**config.mk**
```make
export PLATFORM = sky130hd
export DESIGN_NAME = zx_top
export DESIGN_NICKNAME = d
export VERILOG_FILES = /design/src/verilog/zx_pkg.sv /design/src/verilog/zsignals.sv /design/src/verilog/zports.sv /design/src/verilog/pager.sv /design/src/verilog/sound.sv /design/src/verilog/zx_top.sv
export VERILOG_INCLUDE_DIRS = /design/src /design/src/verilog
export SDC_FILE = /design/constraint.sdc
export NUM_CORES = 1
export LEC_CHECK = 0
export BUFFER_PORTS_ARGS = -buffer_cell sky130_fd_sc_hd__buf_2
export CORE_UTILIZATION = 45
export CTS_CLUSTER_DIAMETER = 200
export CTS_CLUSTER_SIZE = 12
export DETAILED_ROUTE_END_ITERATION = 8
export GPL_ROUTABILITY_DRIVEN = 0
export PLACE_DENSITY = 0.66
export SLEW_MARGIN = 20
export SYNTH_ARGS = -nofsm -noshare
export SYNTH_HDL_FRONTEND = slang
export SYNTH_HIERARCHICAL = 1
export SYNTH_SLANG_ARGS = --single-unit
export TNS_END_PERCENT = 100
```
**constraint.sdc**
```tcl
create_clock -name fclk -period 5.9 [get_ports fclk]
set_input_delay 0.885 -clock fclk [delete_from_list [all_inputs] [get_ports fclk]]
set_output_delay 0.885 -clock fclk [all_outputs]
set_load 0.05 [all_outputs]
```
**src/verilog/zx_consts.svh**
```systemverilog
`ifndef ZX_CONSTS_SVH
`define ZX_CONSTS_SVH

//////////////////////////////////////////////////
// bus widths
//////////////////////////////////////////////////

`define ZX_ADDR_W 16
`define ZX_DATA_W 8
`define ZX_PAGE_W 8
`define ZX_WIN_W 2

//////////////////////////////////////////////////
// port map
//////////////////////////////////////////////////

// low byte shared by the extended ports
`define ZX_XT_PORT 8'hAF
// page registers at high bytes 10..13
`define ZX_XTPAGE_HI 8'h10
`define ZX_XTPAGE_MASK 8'hFC
`define ZX_MEMCONF_HI 8'h21

// beeper port, level on data bit 4
`define ZX_BEEP_PORT 8'hFE
`define ZX_BEEP_PORT_BIT 4
`define ZX_COVOX_PORT 8'hFB

// memconf fields
`define ZX_MEMCONF_W0_RAM 3
`define ZX_MEMCONF_W0_WE 1

// reset values
`define ZX_XTPAGE0_RST 8'h00
`define ZX_XTPAGE1_RST 8'h05
`define ZX_XTPAGE2_RST 8'h02
`define ZX_XTPAGE3_RST 8'h00
`define ZX_MEMCONF_RST 8'h00

`endif

```
**src/verilog/zx_pkg.sv**
```systemverilog
`default_nettype none

`include "zx_consts.svh"

package zx_pkg;

	// cpu address and data
	typedef logic [`ZX_ADDR_W-1:0] zaddr_t;
	typedef logic [`ZX_DATA_W-1:0] zdata_t;

	// memory page number
	typedef logic [`ZX_PAGE_W-1:0] page_t;

	// one of four 16k windows
	typedef logic [`ZX_WIN_W-1:0] win_t;

	// synchronized bus state, mem is a memory read
	typedef enum logic [1:0] {
		CYC_IDLE,
		CYC_IORD,
		CYC_IOWR,
		CYC_MEM
	} bus_cycle_t;

endpackage

`default_nettype wire

```
**src/verilog/zsignals.sv**
```systemverilog
`timescale 1ns/100ps
`default_nettype none

module zsignals import zx_pkg::*; (
	input  logic fclk,
	input  logic rst,

	input  logic iorq_n,
	input  logic mreq_n,
	input  logic rd_n,
	input  logic wr_n,

	output logic iowr_s,
	output logic iord,
	output logic memrd
);

	bus_cycle_t cycle_nxt;
	bus_cycle_t cycle;
	bus_cycle_t cycle_d;

	// raw strobes to cycle type
	always_comb begin
		cycle_nxt = CYC_IDLE;
		if (!iorq_n && !rd_n)
			cycle_nxt = CYC_IORD;
		else if (!iorq_n && !wr_n)
			cycle_nxt = CYC_IOWR;
		else if (!mreq_n && !rd_n)
			cycle_nxt = CYC_MEM;
	end

	always_ff @(posedge fclk) begin
		if (rst) begin
			cycle   <= CYC_IDLE;
			cycle_d <= CYC_IDLE;
			iowr_s  <= 1'b0;
		end else begin
			cycle   <= cycle_nxt;
			cycle_d <= cycle;
			// one pulse on entry to io write
			iowr_s  <= (cycle == CYC_IOWR) && (cycle_d != CYC_IOWR);
		end
	end

	assign iord  = (cycle == CYC_IORD);
	assign memrd = (cycle == CYC_MEM);

	assert property (@(posedge fclk) disable iff (rst) iowr_s |=> !iowr_s)
		else $error("iowr_s high two cycles in a row, cycle %s", cycle.name());

endmodule

`default_nettype wire

```
**src/verilog/zports.sv**
```systemverilog
`timescale 1ns/100ps
`default_nettype none

`include "zx_consts.svh"

module zports import zx_pkg::*; (
	input  logic   fclk,
	input  logic   rst,

	input  zaddr_t a,
	input  zdata_t din,
	input  logic   iowr_s,
	input  logic   iord,

	output zdata_t dout,
	output logic   dout_en,

	output page_t  xt_page0,
	output page_t  xt_page1,
	output page_t  xt_page2,
	output page_t  xt_page3,
	output logic   w0_ram,
	output logic   w0_we,

	output logic   beep_level,
	output zdata_t covox_val,
	output logic   covox_sel
);

	page_t  xt_page [4];
	zdata_t memconf;

	logic   xt_hit;
	logic   page_hit;
	logic   memconf_hit;
	logic   beep_hit;
	logic   covox_hit;
	win_t   page_idx;
	zdata_t rd_mux;

	//////////////////////////////////////////////////
	// address decode
	//////////////////////////////////////////////////

	assign xt_hit      = (a[7:0] == `ZX_XT_PORT);
	assign page_hit    = xt_hit && ((a[15:8] & `ZX_XTPAGE_MASK) == `ZX_XTPAGE_HI);
	assign memconf_hit = xt_hit && (a[15:8] == `ZX_MEMCONF_HI);
	assign beep_hit    = (a[7:0] == `ZX_BEEP_PORT);
	assign covox_hit   = (a[7:0] == `ZX_COVOX_PORT);

	// which of the four page registers
	assign page_idx = a[9:8];

	//////////////////////////////////////////////////
	// registers
	//////////////////////////////////////////////////

	always_ff @(posedge fclk) begin
		if (rst) begin
			xt_page[0] <= `ZX_XTPAGE0_RST;
			xt_page[1] <= `ZX_XTPAGE1_RST;
			xt_page[2] <= `ZX_XTPAGE2_RST;
			xt_page[3] <= `ZX_XTPAGE3_RST;
			memconf    <= `ZX_MEMCONF_RST;
			beep_level <= 1'b0;
			covox_val  <= '0;
			covox_sel  <= 1'b0;
		end else if (iowr_s) begin
			if (page_hit)
				xt_page[page_idx] <= din;
			if (memconf_hit)
				memconf <= din;
			// beeper write takes sound back from covox
			if (beep_hit) begin
				beep_level <= din[`ZX_BEEP_PORT_BIT];
				covox_sel  <= 1'b0;
			end
			if (covox_hit) begin
				covox_val <= din;
				covox_sel <= 1'b1;
			end
		end
	end

	assign xt_page0 = xt_page[0];
	assign xt_page1 = xt_page[1];
	assign xt_page2 = xt_page[2];
	assign xt_page3 = xt_page[3];

	assign w0_ram = memconf[`ZX_MEMCONF_W0_RAM];
	assign w0_we  = memconf[`ZX_MEMCONF_W0_WE];

	//////////////////////////////////////////////////
	// read back
	//////////////////////////////////////////////////

	assign rd_mux  = page_hit ? xt_page[page_idx] : memconf;
	assign dout_en = iord && (page_hit || memconf_hit);
	// bus stays quiet when nothing is read
	assign dout    = dout_en ? rd_mux : '0;

	assert property (@(posedge fclk) disable iff (rst) !(dout_en && iowr_s))
		else $error("port read enabled during a write strobe");

endmodule

`default_nettype wire

```
**src/verilog/pager.sv**
```systemverilog
`timescale 1ns/100ps
`default_nettype none

`include "zx_consts.svh"

module pager import zx_pkg::*; (
	input  logic   fclk,
	input  logic   rst,

	input  zaddr_t a,
	input  page_t  xt_page0,
	input  page_t  xt_page1,
	input  page_t  xt_page2,
	input  page_t  xt_page3,
	input  logic   w0_ram,
	input  logic   w0_we,

	output page_t  page,
	output logic   romnram,
	output logic   rw_en
);

	win_t  win;
	page_t page_nxt;
	logic  romnram_nxt;
	logic  rw_en_nxt;

	// top address bits pick the window
	assign win = a[`ZX_ADDR_W-1 -: `ZX_WIN_W];

	always_comb begin
		case (win)
			2'd0:    page_nxt = xt_page0;
			2'd1:    page_nxt = xt_page1;
			2'd2:    page_nxt = xt_page2;
			default: page_nxt = xt_page3;
		endcase
	end

	// rom only in window 0, writes blocked there unless enabled
	assign romnram_nxt = (win == 2'd0) && !w0_ram;
	assign rw_en_nxt   = !(romnram_nxt && !w0_we);

	always_ff @(posedge fclk) begin
		page <= page_nxt;
		if (rst) begin
			romnram <= 1'b1;
			rw_en   <= 1'b0;
		end else begin
			romnram <= romnram_nxt;
			rw_en   <= rw_en_nxt;
		end
	end

endmodule

`default_nettype wire

```
**src/verilog/sound.sv**
```systemverilog
`timescale 1ns/100ps
`default_nettype none

`include "zx_consts.svh"

module sound import zx_pkg::*; (
	input  logic   fclk,
	input  logic   rst,

	input  logic   beep_level,
	input  zdata_t covox_val,
	input  logic   covox_sel,

	output logic   beep
);

	zdata_t               acc;
	logic                 acc_carry;
	logic [`ZX_DATA_W:0]  acc_sum;

	//////////////////////////////////////////////////
	// covox sigma-delta
	//////////////////////////////////////////////////

	// carry out is high V times per 256 cycles
	assign acc_sum = {1'b0, acc} + {1'b0, covox_val};

	always_ff @(posedge fclk) begin
		if (rst) begin
			acc       <= '0;
			acc_carry <= 1'b0;
		end else begin
			acc       <= acc_sum[`ZX_DATA_W-1:0];
			acc_carry <= acc_sum[`ZX_DATA_W];
		end
	end

	//////////////////////////////////////////////////
	// output select
	//////////////////////////////////////////////////

	assign beep = covox_sel ? acc_carry : beep_level;

	assert property (@(posedge fclk) disable iff (rst)
		(!covox_sel && $past(!covox_sel)) |-> (beep == beep_level))
		else $error("beep does not follow beeper level in beeper mode");

endmodule

`default_nettype wire

```
**src/verilog/zx_top.sv**
```systemverilog
`timescale 1ns/100ps
`default_nettype none

module zx_top import zx_pkg::*; (
	input  logic   fclk,
	input  logic   rst,

	// z80 bus
	input  logic   iorq_n,
	input  logic   mreq_n,
	input  logic   rd_n,
	input  logic   wr_n,
	input  zaddr_t a,
	input  zdata_t din,
	output zdata_t dout,
	output logic   dout_en,

	// memory select
	output page_t  page,
	output logic   romnram,
	output logic   rw_en,

	output logic   beep
);

	logic   iowr_s;
	logic   iord;

	page_t  xt_page0;
	page_t  xt_page1;
	page_t  xt_page2;
	page_t  xt_page3;
	logic   w0_ram;
	logic   w0_we;

	logic   beep_level;
	zdata_t covox_val;
	logic   covox_sel;

	zsignals zsignals (
		.fclk   (fclk),
		.rst    (rst),
		.iorq_n (iorq_n),
		.mreq_n (mreq_n),
		.rd_n   (rd_n),
		.wr_n   (wr_n),
		.iowr_s (iowr_s),
		.iord   (iord),
		.memrd  ()
	);

	zports zports (
		.fclk       (fclk),
		.rst        (rst),
		.a          (a),
		.din        (din),
		.iowr_s     (iowr_s),
		.iord       (iord),
		.dout       (dout),
		.dout_en    (dout_en),
		.xt_page0   (xt_page0),
		.xt_page1   (xt_page1),
		.xt_page2   (xt_page2),
		.xt_page3   (xt_page3),
		.w0_ram     (w0_ram),
		.w0_we      (w0_we),
		.beep_level (beep_level),
		.covox_val  (covox_val),
		.covox_sel  (covox_sel)
	);

	pager pager (
		.fclk     (fclk),
		.rst      (rst),
		.a        (a),
		.xt_page0 (xt_page0),
		.xt_page1 (xt_page1),
		.xt_page2 (xt_page2),
		.xt_page3 (xt_page3),
		.w0_ram   (w0_ram),
		.w0_we    (w0_we),
		.page     (page),
		.romnram  (romnram),
		.rw_en    (rw_en)
	);

	sound sound (
		.fclk       (fclk),
		.rst        (rst),
		.beep_level (beep_level),
		.covox_val  (covox_val),
		.covox_sel  (covox_sel),
		.beep       (beep)
	);

endmodule

`default_nettype wire

```
# Word-level counts from Yosys, hierarchy flattened
# Memories as Yosys holds them, arrays and structs flattened.
# Cells that the tools add are included.
dict set report classes {
  reduce_logical 25
  muxes 18
  eq_ne 10
  add_sub_neg 1
}
# op n
set op_table {}
lappend op_table {{$eq A8 B8 Y1 const B} 3}
lappend op_table {{$mux W8} 3}
lappend op_table {{$pmux W8 S3} 1}
lappend op_table {{$mux W1} 11}
lappend op_table {{$add A8 B8 Y9} 1}
lappend op_table {{$logic_and A1 B1 Y1} 9}
lappend op_table {{$eq A8 B6 Y1 const B} 1}
lappend op_table {{$reduce_and A2 Y1} 4}
lappend op_table {{$reduce_or A8 Y1} 1}
lappend op_table {{$logic_not A1 Y1} 7}
lappend op_table {{$eq A6 B3 Y1 const B} 1}
lappend op_table {{$mux W2} 3}
lappend op_table {{$eq A2 B1 Y1 const B} 2}
lappend op_table {{$eq A2 B2 Y1 const B} 2}
lappend op_table {{$logic_not A2 Y1} 1}
lappend op_table {{$ne A2 B2 Y1 const B} 1}
lappend op_table {{$reduce_bool A2 Y1} 1}
lappend op_table {{$reduce_or A2 Y1} 1}
lappend op_table {{$logic_or A1 B1 Y1} 1}
dict set report totals {
  mem_count 1
  word_cells 68
  mem_bits_rw 32
  out_inout_bits 20
  ff_bits 42
  inputBits 30
}
# memory depth width read_ports rd_ports_with_merged_regs wr line_no
set mem_list {}
lappend mem_list {zports.xt_page 4 8 5 0 4 zports.sv:30} ;# page_t xt_page [4];

# Longest topological paths before layout
dict set report depth {
  word_depth 8
  depth_mapped 6
  ltp_nobuf 6
}

# Modules after synthesis
# The synthesis kept the hierarchy.
# module seq_area_each_um2 n_inst cells_per_inst area_each_um2
set modules_own_cells {}
lappend modules_own_cells {zports 1321.3 1 191 2432.3}
lappend modules_own_cells {sound 180.2 1 61 588.1}
lappend modules_own_cells {pager 200.2 1 24 416.6}
lappend modules_own_cells {zsignals 100.1 1 15 168.9}

# Least setup slack after synthesis
# OpenSTA, ideal clock, no wires.
dict set report synth_path {
  path_type {input to output}
  from {in a[10]}
  to {out dout[0]}
  path_buffers 1
  required_time_ns 5.015
  path_slack_ns 2.515
  arrival_time_ns 2.500
  stages 5
  cell_sequence {nor4b_4 and2_2 buf_2 o2111ai_2 nor2_1}
}
dict set report synth_between {
  elab_chain_len 5
  word_cells_on_any_way 8
  cone_classes {2 x eq/ne; 2 x mux; 4 x reduce/logical}
}
# element line_no
set synth_rtl {}
lappend synth_rtl {{start: declaration} zx_top.sv:13} ;# input zaddr_t a,
lappend synth_rtl {{$eq A8 B6 Y1 (no line) or $eq A6 B3 Y1 (tied branches)} --}
lappend synth_rtl {{$logic_and A1 B1 Y1, on equally long branches} {zports.sv:47, zports.sv:46}}
lappend synth_rtl {{$logic_or A1 B1 Y1} zports.sv:98} ;# assign dout_en = iord && (page_hit || memconf_hit);
lappend synth_rtl {{$logic_and A1 B1 Y1} zports.sv:98}
lappend synth_rtl {{$mux W8 (*)} zports.sv:100} ;# assign dout = dout_en ? rd_mux : '0;
lappend synth_rtl {{end: declaration} zx_top.sv:15} ;# output zdata_t dout,
# Mark *: on every way between the ends. The rest lies on a longest branch, timed or not.

# Worst setup path in the final report
dict set report layout_path {
  from {in a[15]}
  to {out dout[6]}
}
# Same word-level chain as after synthesis.

==> impl_metrics.ini <==
[power_and_ir_drop]
ir_drop_mv = 0.1222
pwr-share-seq_pct = 55.6
power.density_mw_per_mm2 = 244.9
p_sw_uw = 241.6
power_frac_comb_pct = 9.4
p_leak_uw = 0.001643
internal-power_uw = 757.1
clockPowerShare_pct = 35.0
swShare_pct = 24.19

[route]
routed_wl_mm = 7.333
wl_met1_mm = 3.353
drt-pass1-iter-count = 4
dr_total_vias = 2363
wl_met3_um = 300
antenna_left = 0
top_layer = met4
met2WireLength_mm = 3.528
drcViolationCount = 0
avgViaCountPerCell = 5.298
drt-initial-drc-count = 109
avgRoutedWirePerCell_um = 16.44

[grt]
grt_pass1_wl_mm = 12.03
grt_pass1_vias = 2341
grtUsageTotal_pct = 19.17
antenna_found_initial = 0
grt_remaining_overflow = 0
grt_start_max_net_pins = 41

[status]
status = finished clean

[clock_tree]
cts_resized = 0
hold_buffers = 0
insertion_delay_ns = 0.34
htreeDepth = 3
clkTransAtPathRegs_ns = 0.07
cts_made_buffers = 9
clock-sinks = 74
post-cts-setup-buffer-count = 0
cts_tree = built
root_buffer = clkbuf_8
clock_path_buffers = 2

[timing]
slew-limit-headroom_pct = 46.14
rsz0062_at_grt = no
finalHoldViolations = 0
clock_skew_ns = 0.008785
fin_tns_setup_ns = 0
tightestPinTransition_ns = 0.8062
period_share_pct = 62.49
fmax_mhz = 271.2
setup_violations = 0
fin_crit_ns = 3.687
finalMaxSlewViolations = 0

[min_path]
hp-class = flip-flop to flip-flop
hold_path_depth = 1
hold_end = zsignals/iowr_s$_SDFF_PP0_
min-delay-start = zsignals/cycle[0]$_SDFF_PP0_

[worst_setup_path]
end_kind = output pin
path_class = input port to output pin
crit_top_cell = buf_2
r2r_start = zsignals/iowr_s$_SDFF_PP0_
worstPathArrival_ns = 2.80
cp_slowest_stage_delay_ns = 0.67
cp.required_ns = 5.02
crit_chain = buf_2, nor4b_4, nand4_1, mux2i_1, nor2_1, buf_2
worstReg2RegEnd = zports/xt_page[0][2]$_SDFFCE_PN0P_
crit_path_top_delay_cell = nand4_1
cp-start-kind = input port
rrSetupSlack_ns = 3.95
worst_r2r_path_depth = 3
worstPathMaxFanout = 10

[layout]
insertedDiodeCount = 0
fin_cells = 446
syn_to_final_growth_pct = 13.31
finalNetCount = 378
layout-drive-gt1-share_pct = 29.94

[synth]
synthesis.area_mm2 = 0.003600
syn-num-nets = 329
synth_cells = 290
yosys_warnings = 6
syn_avg_cell_area_um2 = 12.41

[placement]
dp_cells = 430
dp_hpwl_mm = 5.379
io_buffers = 49

[floorplan]
row_count = 32
fp.dieArea_mm2 = 0.008361
start_util_pct = 46.58
die_h_um = 91.44
io_pins = 50
core_mm2 = 0.007727
die_width_um = 91.44

[job]
drv_cap = 0
==> routing by layer <==
layer | track usage (%) | up-vias
met1 | 24.19 | 1127
li1 | - | 1170
met3 | 3.183 | 13
met2 | 32.52 | 53
met5 | 0 | -
met4 | 7.937 | 0
==> layout make-up <==
type                    count  area (um2)
clock inverters             3       15.01
fillers                   692        3649
clock buffers              13       158.9
repair buffers             50       252.7
flip-flops and latches     74        1802
inverters                   8       30.03
multi-input cells         196        1693
well taps                 102       127.6
==> power groups by stage <==
stage	sequential, uW	combinational, uW	clock [uW]
after floorplan	586	42.8	0
after global placement	566	93.2	0
after detailed placement	567	94.5	0
after CTS	556	94.7	358
after global routing	558	99.6	382
final	556	93.8	349
==> worst max-delay path by stage <==
stage	from	to	slack (ns)	cells past startpoint
final	a[15]	dout[6]	2.21	6
after global routing	a[14]	dout[5]	2.08	6
after CTS	a[15]	dout[6]	2.19	6
after detailed placement	a[15]	dout[6]	2.19	6
after global placement	a[15]	dout[3]	2.27	6
after floorplan	a[10]	dout[0]	2.51	5
==> worst max-delay path, delay by kind of cell <==
family	cells	cell delay, ns
multiplexers	1	0.28
buffers and inverters	2	0.46
AND/OR/NAND/NOR	3	1.16
==> cells in the final DEF, fill, tap and decap left out, types with 2 or more instances in the layout <==
cell,instances
a211oi_1,4
a211oi_2,2
a21oi_1,11
and2_1,29
buf_2,49
clkbuf_1,2
clkbuf_8,11
clkinv_2,3
dfxtp_1,42
edfxtp_1,32
ha_1,8
inv_1,8
mux2i_1,17
mux4_2,16
nand2b_1,4
nand3_1,10
nand4_1,2
nor2_1,30
nor2b_1,7
nor3_1,3
nor3b_1,2
nor4_4,2
nor4b_4,3
o21a_1,2
o21ai_0,13
or2_2,3
or3b_1,2
==> sequential cells by signal (all words and copies together) (netlist names), 2 cells and up <==
name and cells:
pager/page 8, sound/acc 8, zports/covox_val 8, zports/memconf 8, zports/xt_page 32, zsignals/cycle 2
zsignals/cycle_d 2
==> stage by stage <==
step                      total power (uW)  utilization, %  hold WS, ns  setup slack, ns  area, um2
after global placement               659.6           50.53       0.4190            2.274       3905
after global routing                  1039           52.79       0.4770            2.078       4079
after CTS                             1008           52.79       0.4441            2.190       4079
final                                998.7           52.79       0.4445            2.213       4079
after floorplan                      628.3               -       0.4047            2.515       3600
after detailed placement             661.5           50.53       0.4276            2.190       3905
Note: power is estimated with default switching activity, not from simulation.
